===== config.mk =====
export PLATFORM = sky130hd
export DESIGN_NAME = dodge_top
export DESIGN_NICKNAME = d
export VERILOG_FILES = /design/src/hdl/dodge_pkg.sv /design/src/hdl/player_ctrl.sv /design/src/hdl/obstacle_field.sv /design/src/hdl/game_ctrl.sv /design/src/hdl/max7219_driver.sv /design/src/hdl/dodge_top.sv
export SDC_FILE = /design/constraint.sdc
export NUM_CORES = 1
export LEC_CHECK = 0
export ABC_AREA = 0
export BUFFER_PORTS_ARGS = -buffer_cell sky130_fd_sc_hd__buf_4
export CORE_ASPECT_RATIO = 0.8
export CORE_MARGIN = 2
export CORE_UTILIZATION = 40
export DETAILED_ROUTE_END_ITERATION = 12
export MAX_ROUTING_LAYER = met4
export PLACE_DENSITY_LB_ADDON = 0.2
export SLEW_MARGIN = 0
export SYNTH_ARGS = -nofsm -noshare
export SYNTH_HDL_FRONTEND = slang
export SYNTH_SLANG_ARGS = --single-unit

===== constraint.sdc =====
create_clock -name clock_50 -period 3.05 [get_ports clock_50]
set_clock_uncertainty 0.2 [all_clocks]
set_input_delay 0.1525 -clock clock_50 [delete_from_list [all_inputs] [get_ports clock_50]]
set_output_delay 0.1525 -clock clock_50 [all_outputs]
set_load 0.02 [all_outputs]

===== src/hdl/dodge_pkg.sv =====
package dodge_pkg;

	// ========================================================================
	// Game geometry and timing
	// ========================================================================
	localparam int row_width = 8;
	localparam int image_width = row_width * row_width;
	localparam int score_width = 8;

	localparam logic [row_width-1:0] p1_start_pos = 8'b0010_0000;
	localparam logic [row_width-1:0] p2_start_pos = 8'b0000_0100;

	// Shortened step periods for simulation
	localparam int step_cycles_l1 = 1024;
	localparam int step_cycles_l2 = 768;
	localparam int step_cycles_l3 = 512;
	localparam int step_width = $clog2(step_cycles_l1);

	localparam int level_points = 8;
	localparam int win_score = 24;

	localparam int go_cycles = 256;
	localparam int go_width = $clog2(go_cycles);

	// Obstacle generator polynomial x^8 + x^6 + x^5 + x^4 + 1
	localparam logic [row_width-1:0] lfsr_seed = 8'hA5;
	localparam logic [row_width-1:0] lfsr_taps = 8'hB8;

	// General FSM states
	localparam logic [1:0] st_wait = 2'd0;
	localparam logic [1:0] st_go = 2'd1;
	localparam logic [1:0] st_play = 2'd2;
	localparam logic [1:0] st_result = 2'd3;

	// ========================================================================
	// Fixed screens with row 7 in the top byte
	// ========================================================================
	localparam logic [2:0] screen_wait = 3'd0;
	localparam logic [2:0] screen_go = 3'd1;
	localparam logic [2:0] screen_win = 3'd2;
	localparam logic [2:0] screen_p1_alive = 3'd3;
	localparam logic [2:0] screen_p2_alive = 3'd4;

	localparam logic [image_width-1:0] pat_go = {
		8'b00000000, 8'b01100110, 8'b10001001, 8'b10001001,
		8'b10111001, 8'b10011001, 8'b01100110, 8'b00000000};
	localparam logic [image_width-1:0] pat_win = {
		8'b00000000, 8'b00100100, 8'b00100100, 8'b00000000,
		8'b01000010, 8'b00100100, 8'b00111100, 8'b00000000};
	localparam logic [image_width-1:0] pat_p1_alive = {
		8'b00001111, 8'b01101111, 8'b00001111, 8'b10011111,
		8'b01101111, 8'b00001111, 8'b00001111, 8'b00001111};
	localparam logic [image_width-1:0] pat_p2_alive = {
		8'b11110000, 8'b11110110, 8'b11110000, 8'b11111001,
		8'b11110110, 8'b11110000, 8'b11110000, 8'b11110000};

	// ========================================================================
	// MAX7219 registers and serial frame
	// ========================================================================
	localparam logic [3:0] reg_digit0 = 4'h1;
	localparam logic [3:0] reg_decode = 4'h9;
	localparam logic [3:0] reg_intensity = 4'hA;
	localparam logic [3:0] reg_scan_limit = 4'hB;
	localparam logic [3:0] reg_shutdown = 4'hC;
	localparam logic [3:0] reg_display_test = 4'hF;

	localparam logic [3:0] intensity_level = 4'hA;
	localparam int max_init_frames = 5;
	// Minimum ncs high time between frames
	localparam int frame_gap = 4;
	localparam int gap_width = $clog2(frame_gap);

	typedef union packed {
		logic [15:0] raw;
		struct packed {
			logic [3:0] reserved;
			logic [3:0] addr;
			logic [7:0] data;
		} fields;
	} max_frame_u;

endpackage


===== src/hdl/player_ctrl.sv =====
`timescale 1ns/1ns

module player_ctrl #(
	parameter logic [dodge_pkg::row_width-1:0] start_pos = dodge_pkg::p1_start_pos
) (
	input  logic clock_50,
	input  logic reset,
	input  logic playing,
	input  logic restart,
	input  logic move_left,
	input  logic move_right,
	output logic [dodge_pkg::row_width-1:0] pos
);

	logic left_q;
	logic right_q;
	logic left_rise;
	logic right_rise;
	logic at_left_edge;
	logic at_right_edge;

	// Buttons are clean levels, only the press edge counts
	assign left_rise = move_left & ~left_q;
	assign right_rise = move_right & ~right_q;

	assign at_left_edge = pos[dodge_pkg::row_width-1];
	assign at_right_edge = pos[0];

	always_ff @(posedge clock_50) begin
		if (reset) begin
			left_q <= 1'b0;
			right_q <= 1'b0;
			pos <= start_pos;
		end else begin
			left_q <= move_left;
			right_q <= move_right;
			if (restart) begin
				pos <= start_pos;
			end else if (playing) begin
				// Simultaneous presses cancel out
				if (left_rise && !right_rise && !at_left_edge) begin
					pos <= pos << 1;
				end else if (right_rise && !left_rise && !at_right_edge) begin
					pos <= pos >> 1;
				end
			end
		end
	end

endmodule


===== src/hdl/obstacle_field.sv =====
`timescale 1ns/1ns

module obstacle_field (
	input  logic clock_50,
	input  logic reset,
	input  logic step,
	input  logic screen_load,
	input  logic [2:0] screen_sel,
	input  logic playing,
	input  logic [dodge_pkg::row_width-1:0] pos_p1,
	input  logic [dodge_pkg::row_width-1:0] pos_p2,
	output logic hit_p1,
	output logic hit_p2,
	output logic [dodge_pkg::image_width-1:0] image,
	output logic [dodge_pkg::row_width-1:0] test_row
);

	// rows[0] is the bottom row where the players live
	logic [dodge_pkg::row_width-1:0][dodge_pkg::row_width-1:0] rows;
	logic [dodge_pkg::row_width-1:0] lfsr;
	logic lfsr_fb;
	logic [dodge_pkg::image_width-1:0] pattern;
	logic [dodge_pkg::row_width-1:0] row0_view;

	// ========================================================================
	// Screen selection
	// ========================================================================
	always_comb begin
		case (screen_sel)
			dodge_pkg::screen_wait: pattern = '0;
			dodge_pkg::screen_go: pattern = dodge_pkg::pat_go;
			dodge_pkg::screen_win: pattern = dodge_pkg::pat_win;
			dodge_pkg::screen_p1_alive: pattern = dodge_pkg::pat_p1_alive;
			dodge_pkg::screen_p2_alive: pattern = dodge_pkg::pat_p2_alive;
			default: pattern = '0;
		endcase
	end

	// ========================================================================
	// Row registers and obstacle generator
	// ========================================================================
	assign lfsr_fb = ^(lfsr & dodge_pkg::lfsr_taps);

	always_ff @(posedge clock_50) begin
		if (reset) begin
			rows <= '0;
			lfsr <= dodge_pkg::lfsr_seed;
		end else if (screen_load) begin
			rows <= pattern;
		end else if (step) begin
			// Everything falls one row, new obstacle enters at the top
			rows <= {lfsr, rows[dodge_pkg::row_width-1:1]};
			lfsr <= {lfsr[dodge_pkg::row_width-2:0], lfsr_fb};
		end
	end

	// Collisions look at the field only, not at the markers
	assign hit_p1 = |(rows[0] & pos_p1);
	assign hit_p2 = |(rows[0] & pos_p2);

	// Player markers are drawn over the bottom row during play
	always_comb begin
		row0_view = rows[0];
		if (playing) begin
			row0_view = rows[0] | pos_p1 | pos_p2;
		end
	end

	assign image = {rows[dodge_pkg::row_width-1:1], row0_view};
	assign test_row = row0_view;

endmodule


===== src/hdl/game_ctrl.sv =====
`timescale 1ns/1ns

module game_ctrl (
	input  logic clock_50,
	input  logic reset,
	input  logic start_button,
	input  logic hit_p1,
	input  logic hit_p2,
	output logic playing,
	output logic restart,
	output logic step,
	output logic screen_load,
	output logic [2:0] screen_sel,
	output logic [dodge_pkg::score_width-1:0] score
);

	logic [1:0] state;
	logic start_q;
	logic start_rise;
	// High the cycle after a step when the scrolled row 0 is valid
	logic check;
	logic [dodge_pkg::go_width-1:0] go_cnt;
	logic [dodge_pkg::step_width-1:0] step_cnt;
	logic [dodge_pkg::step_width-1:0] step_limit;
	logic [dodge_pkg::score_width-1:0] next_score;

	assign start_rise = start_button & ~start_q;
	assign next_score = score + 1'b1;

	// Speed level follows the score up to level 3
	always_comb begin
		if (score < dodge_pkg::level_points) begin
			step_limit = dodge_pkg::step_width'(dodge_pkg::step_cycles_l1 - 1);
		end else if (score < 2 * dodge_pkg::level_points) begin
			step_limit = dodge_pkg::step_width'(dodge_pkg::step_cycles_l2 - 1);
		end else begin
			step_limit = dodge_pkg::step_width'(dodge_pkg::step_cycles_l3 - 1);
		end
	end

	// ========================================================================
	// General FSM with go timer, speed counter and point counter
	// ========================================================================
	always_ff @(posedge clock_50) begin
		if (reset) begin
			state <= dodge_pkg::st_wait;
			start_q <= 1'b0;
			check <= 1'b0;
			go_cnt <= '0;
			step_cnt <= '0;
			playing <= 1'b0;
			restart <= 1'b0;
			step <= 1'b0;
			screen_load <= 1'b0;
			screen_sel <= dodge_pkg::screen_wait;
			score <= '0;
		end else begin
			start_q <= start_button;
			check <= step;
			restart <= 1'b0;
			step <= 1'b0;
			screen_load <= 1'b0;
			if (restart) begin
				score <= '0;
			end
			case (state)
				dodge_pkg::st_wait, dodge_pkg::st_result: begin
					if (start_rise) begin
						state <= dodge_pkg::st_go;
						restart <= 1'b1;
						screen_load <= 1'b1;
						screen_sel <= dodge_pkg::screen_go;
						go_cnt <= '0;
					end
				end
				dodge_pkg::st_go: begin
					if (go_cnt == dodge_pkg::go_width'(dodge_pkg::go_cycles - 1)) begin
						state <= dodge_pkg::st_play;
						playing <= 1'b1;
						step_cnt <= '0;
					end else begin
						go_cnt <= go_cnt + 1'b1;
					end
				end
				dodge_pkg::st_play: begin
					if (step_cnt == step_limit) begin
						step <= 1'b1;
						step_cnt <= '0;
					end else begin
						step_cnt <= step_cnt + 1'b1;
					end
					if (check) begin
						if (hit_p1 || hit_p2) begin
							state <= dodge_pkg::st_result;
							playing <= 1'b0;
							screen_load <= 1'b1;
							if (hit_p1 && hit_p2) begin
								screen_sel <= dodge_pkg::screen_wait;
							end else if (hit_p1) begin
								screen_sel <= dodge_pkg::screen_p2_alive;
							end else begin
								screen_sel <= dodge_pkg::screen_p1_alive;
							end
						end else begin
							score <= next_score;
							// Both survived long enough
							if (next_score == dodge_pkg::score_width'(dodge_pkg::win_score)) begin
								state <= dodge_pkg::st_result;
								playing <= 1'b0;
								screen_load <= 1'b1;
								screen_sel <= dodge_pkg::screen_win;
							end
						end
					end
				end
				default: state <= dodge_pkg::st_wait;
			endcase
		end
	end

endmodule


===== src/hdl/max7219_driver.sv =====
`timescale 1ns/1ns

module max7219_driver (
	input  logic clock_50,
	input  logic reset,
	input  logic [dodge_pkg::image_width-1:0] image,
	output logic max7219_din,
	output logic max7219_ncs,
	output logic max7219_clk
);

	// Frames 0..4 are init frames and the rest are digits 1..8
	logic [3:0] frame_idx;
	logic [3:0] digit;
	logic [2:0] col;
	logic [dodge_pkg::row_width-1:0] col_data;
	dodge_pkg::max_frame_u frame;
	logic [15:0] shift_reg;
	logic [3:0] bit_cnt;
	logic busy;
	logic [dodge_pkg::gap_width-1:0] gap_cnt;

	// ========================================================================
	// Frame contents
	// ========================================================================
	always_comb begin
		digit = frame_idx - 4'(dodge_pkg::max_init_frames);
		col = 3'd7 - digit[2:0];
		// Row 0 goes out in bit 7
		for (int r = 0; r < dodge_pkg::row_width; r++) begin
			col_data[dodge_pkg::row_width-1-r] = image[r*dodge_pkg::row_width + col];
		end
	end

	always_comb begin
		frame.raw = '0;
		case (frame_idx)
			4'd0: begin
				frame.fields.addr = dodge_pkg::reg_shutdown;
				frame.fields.data = 8'h01;
			end
			4'd1: begin
				frame.fields.addr = dodge_pkg::reg_scan_limit;
				frame.fields.data = 8'h07;
			end
			4'd2: frame.fields.addr = dodge_pkg::reg_decode;
			4'd3: begin
				frame.fields.addr = dodge_pkg::reg_intensity;
				frame.fields.data = {4'h0, dodge_pkg::intensity_level};
			end
			4'd4: frame.fields.addr = dodge_pkg::reg_display_test;
			default: begin
				frame.fields.addr = dodge_pkg::reg_digit0 + digit;
				frame.fields.data = col_data;
			end
		endcase
	end

	// ========================================================================
	// Serial shifter sending MSB first at half the system clock rate
	// ========================================================================
	always_ff @(posedge clock_50) begin
		if (reset) begin
			frame_idx <= '0;
			busy <= 1'b0;
			gap_cnt <= '0;
			bit_cnt <= '0;
			max7219_ncs <= 1'b1;
			max7219_clk <= 1'b0;
			max7219_din <= 1'b0;
		end else if (!busy) begin
			if (gap_cnt == dodge_pkg::gap_width'(dodge_pkg::frame_gap - 1)) begin
				// Image is sampled here once per frame
				busy <= 1'b1;
				max7219_ncs <= 1'b0;
				max7219_din <= frame.raw[15];
				shift_reg <= {frame.raw[14:0], 1'b0};
				bit_cnt <= '0;
			end else begin
				gap_cnt <= gap_cnt + 1'b1;
			end
		end else if (!max7219_clk) begin
			max7219_clk <= 1'b1;
		end else begin
			max7219_clk <= 1'b0;
			if (bit_cnt == 4'd15) begin
				busy <= 1'b0;
				gap_cnt <= '0;
				max7219_ncs <= 1'b1;
				max7219_din <= 1'b0;
				if (frame_idx == 4'(dodge_pkg::max_init_frames + dodge_pkg::row_width - 1)) begin
					frame_idx <= 4'(dodge_pkg::max_init_frames);
				end else begin
					frame_idx <= frame_idx + 1'b1;
				end
			end else begin
				max7219_din <= shift_reg[15];
				shift_reg <= {shift_reg[14:0], 1'b0};
				bit_cnt <= bit_cnt + 1'b1;
			end
		end
	end

endmodule


===== src/hdl/dodge_top.sv =====
`timescale 1ns/1ns

module dodge_top (
	input  logic clock_50,
	input  logic reset,
	input  logic start_button,
	input  logic left_p1,
	input  logic right_p1,
	input  logic left_p2,
	input  logic right_p2,
	output logic max7219_din,
	output logic max7219_ncs,
	output logic max7219_clk,
	output logic [dodge_pkg::row_width-1:0] test_row,
	output logic [dodge_pkg::score_width-1:0] score
);

	logic playing;
	logic restart;
	logic step;
	logic screen_load;
	logic [2:0] screen_sel;
	logic [dodge_pkg::row_width-1:0] pos_p1;
	logic [dodge_pkg::row_width-1:0] pos_p2;
	logic hit_p1;
	logic hit_p2;
	logic [dodge_pkg::image_width-1:0] image;

	// ========================================================================
	// Players
	// ========================================================================
	player_ctrl #(.start_pos(dodge_pkg::p1_start_pos)) p1 (
		.clock_50(clock_50), .reset(reset), .playing(playing), .restart(restart),
		.move_left(left_p1), .move_right(right_p1), .pos(pos_p1)
	);

	player_ctrl #(.start_pos(dodge_pkg::p2_start_pos)) p2 (
		.clock_50(clock_50), .reset(reset), .playing(playing), .restart(restart),
		.move_left(left_p2), .move_right(right_p2), .pos(pos_p2)
	);

	// Matrix field, general controller and display
	obstacle_field obstacle_field_inst (
		.clock_50(clock_50), .reset(reset), .step(step), .screen_load(screen_load),
		.screen_sel(screen_sel), .playing(playing), .pos_p1(pos_p1), .pos_p2(pos_p2),
		.hit_p1(hit_p1), .hit_p2(hit_p2), .image(image), .test_row(test_row)
	);

	game_ctrl game_ctrl_inst (
		.clock_50(clock_50), .reset(reset), .start_button(start_button),
		.hit_p1(hit_p1), .hit_p2(hit_p2), .playing(playing), .restart(restart),
		.step(step), .screen_load(screen_load), .screen_sel(screen_sel), .score(score)
	);

	max7219_driver max7219_driver_inst (
		.clock_50(clock_50), .reset(reset), .image(image), .max7219_din(max7219_din),
		.max7219_ncs(max7219_ncs), .max7219_clk(max7219_clk)
	);

endmodule


==> summary.txt <==
Worst setup path
  – WP data arrival: 2520 ps
  – Reg2reg path depth: 7
  – Crit end category: register
  – Crit Path Max Fanout: 9
  – CP required: 3020 ps
  – Crit Path Category: register to register
  – Setup crit start kind: register

CTS
  – Htree depth: 4
  – Total clock sinks: between 150 and 200
  – Skew-Pair Late Insertion Delay: ~430 ps
  – Root Buffer: clkbuf_16
  – Worst-path clk slew: 60 ps
  – # Post-CTS Setup Buffers: 0
  – CTS tree: done
  – Num CTS Buffers: 17
  – Post_cts resized: 0
  – Clk buf depth: 2

Floorplan
  – # rows: 45
  – I/O pin count: 26
  – Die width: 161 µm
  – Initial Utilization: 0.412
  – Die height: 130 µm
  – Std-Cell Core Area: 19100 µm²
  – Die ar.: 20800 µm²

Power and ir drop
  – Total power: 5460 µW
  – VDD IR max: between 0.3 and 0.4 mV
  – Power per standard cell area: 611 nW/µm²
  – Leakage power: ~0.0032 µW

Synth
  – EDFF count, synth: 15
  – Post-synthesis area per instance: 9.31 µm²
  – Yosys reg bits: between 150 and 200
  – Synth cell types: 70
  – Warnings, synthesis: 0
  – Mapped Nets: approximately 870
  – Most area-consuming cells after synthesis: dfxtp_1 (36%), edfxtp_1 (5.7%), mux2i_1 (5.0%), a21oi_1 (4.9%), mux2_2 (4.7%)
  – Yosys top cell by area: dfxtp_1
  – Post-synth ARST share: 0
  – Sequential share of the synthesized area: 0.421
  – Post-Syn Area: 7880 µm²
  – Synth top area share: 0.363
  – Syn Inst Count: approximately 850
  – Commonest register cell after synthesis: dfxtp_1

Placement
  – Detail Placement HPWL: 12400 µm
  – I/O Buffers: 25
  – DP Area: 8260 µm²
  – Gp weighted congestion: roughly 0.8

Final layout
  – Fill count: 1843
  – Storage cell area: 3310 µm²
  – # diodes: 0
  – Area grow syn2layout: 13.4%
  – Nets@finish: 879
  – Util after Layout: 0.466
  – Max reg flops: 56
  – Post-Layout Inst Area: 8930 µm²
  – Share of post-route cells with drive strength above 1: 0.174
  – Area occupied by multi-input gates: 4220 µm²

Timing
  – Final Hold Vio Count: 0
  – Fin. max-slew vios: 0
  – Final setup vio count: 0
  – Total negative setup slack: 0 ps
  – Hold_ws: 269 ps
  – Slew HR: 0.418
  – Final worst path period need: 2550 ps
  – RSZ-0062 raised after global routing: false
  – Worst slew pin tran: 866 ps
  – Max Freq: between 300 and 400 MHz
  – Final period utilization: 0.836

Min path
  – Min-delay worst type: register to register
  – Hold Crit Depth: 1

Job
  – Maxcap violations: 0

Outcome
  – Status: finished clean

Route
  – 1st-pass router iterations: 5
  – DR vias/cell: 5.38
  – Final wirelength: approximately 18000 µm
  – DRC violations left: 0
  – Iter 0 DRT Violations: 477
  – DR vias: 6073
  – WL per Instance: around 16 µm
  – Detail Route Antenna Nets: 0

GRT
  – First-pass GRT wire length: between 30000 and 40000 µm
  – Grt ovf: 0
  – Initial antenna violation count: 0
  – GRT Overall Usage: 0.188
  – Largest net degree at the start of global routing: 54
  – Vias in the first global route: 5622
==> timing repair <==
item | CTS | global route
endpoints found under the hold margin | 26 | 0
setup endpoints to repair | 0 | 0
hold buffers | 11 | 0
==> logic make-up after synthesis <==
family | Yosys count | share of synthesized area
fa+ha+maj | 14 | 0.0222
mux | 87 | 0.140
flops | 158 | 0.421
xor+xnor | 26 | 0.0289
simple gates | 270 | 0.166
buf+inv | 79 | 0.0445
compound gates | 212 | 0.179
==> path summary, 6_finish.rpt <==
path	start	slack, ps	to
worst max-delay path	max7219_driver_inst.frame_idx[1]	500	max7219_driver_inst.shift_reg[2]
worst min-delay path	max7219_driver_inst.max7219_ncs	270	max7219_driver_inst.max7219_ncs
worst max register to register	max7219_driver_inst.frame_idx[1]	500	max7219_driver_inst.shift_reg[2]
worst min register to register	max7219_driver_inst.max7219_ncs	270	max7219_driver_inst.max7219_ncs
==> critical path, cell delays in order (launching register included) <==
cell and delay, ps:
dfxtp_1 420, inv_1 150, ha_1 530, mux4_2 350, mux2_2 270, nand2_1 70
nand2_1 50, mux2_2 250
==> synth_stat cells, drive strengths merged, types with 16 or more instances <==
cell type	instances
nand2b	16
inv	18
a211oi	19
a21oi	77
nand2	81
dfxtp	143
mux2i	39
o21ai	38
clkbuf	30
nor2	85
mux2	33
buf	30
o21a	16
nor3	20
==> metrics by stage <==
stage / std cells / setup slack (ps)
6_report: 1128 / 500
5_1_grt: 1128 / 345
4_1_cts: 1128 / 495
3_5_place_dp: 1086 / 526
3_3_place_gp: 1086 / 588
2_1_floorplan: 846 / 166
==> where the power goes <==
part,switching [µW],internal [µW]
clock,869,1180
combinational,537,423
sequential,168,2280
==> routing by layer <==
metal | wire [µm] | vias up | GRT usage
met3 | 738 | 14 | 0.0394
met2 | 7790 | 93 | 0.261
li1 | - | 3076 | -
met1 | 9660 | 2890 | 0.276
met4 | 198 | 0 | 0.0509
met5 | 0 | - | -
==> cell type report <==
class	count	area share
tap	258	0.0361
inverter	19	0.00799
sequential	158	0.371
clock buffer	22	0.0531
timing repair buffer	53	0.0490
clock inverter	9	0.00981
multi-input combinational	609	0.473
==> placed cells by master, fill, tap and decap left out, types with 4 or more instances in the layout <==
cell           instances
nand4_1                8
mux2i_1               39
nand2_1               81
dfxtp_1              142
and2_1                 5
clkinvlp_4             4
xnor2_1               15
edfxtp_1              15
ha_1                  14
nor2_1                83
o21ai_0               36
buf_4                 41
nand3_1               13
xor2_1                10
nor3_1                18
mux4_2                15
dlygate4sd3_1         11
nor2b_1               10
o211ai_1               4
nand3b_1               7
nor3b_1                4
nand2b_1              16
clkbuf_16             17
o21a_1                16
mux2_2                33
a22oi_1                8
or3_1                  5
a221oi_1               4
a32oi_1                4
o221a_2               13
a21oi_1               77
a211oi_1              19
inv_1                 16
No activity file was read; power rests on OpenSTA's default activity.
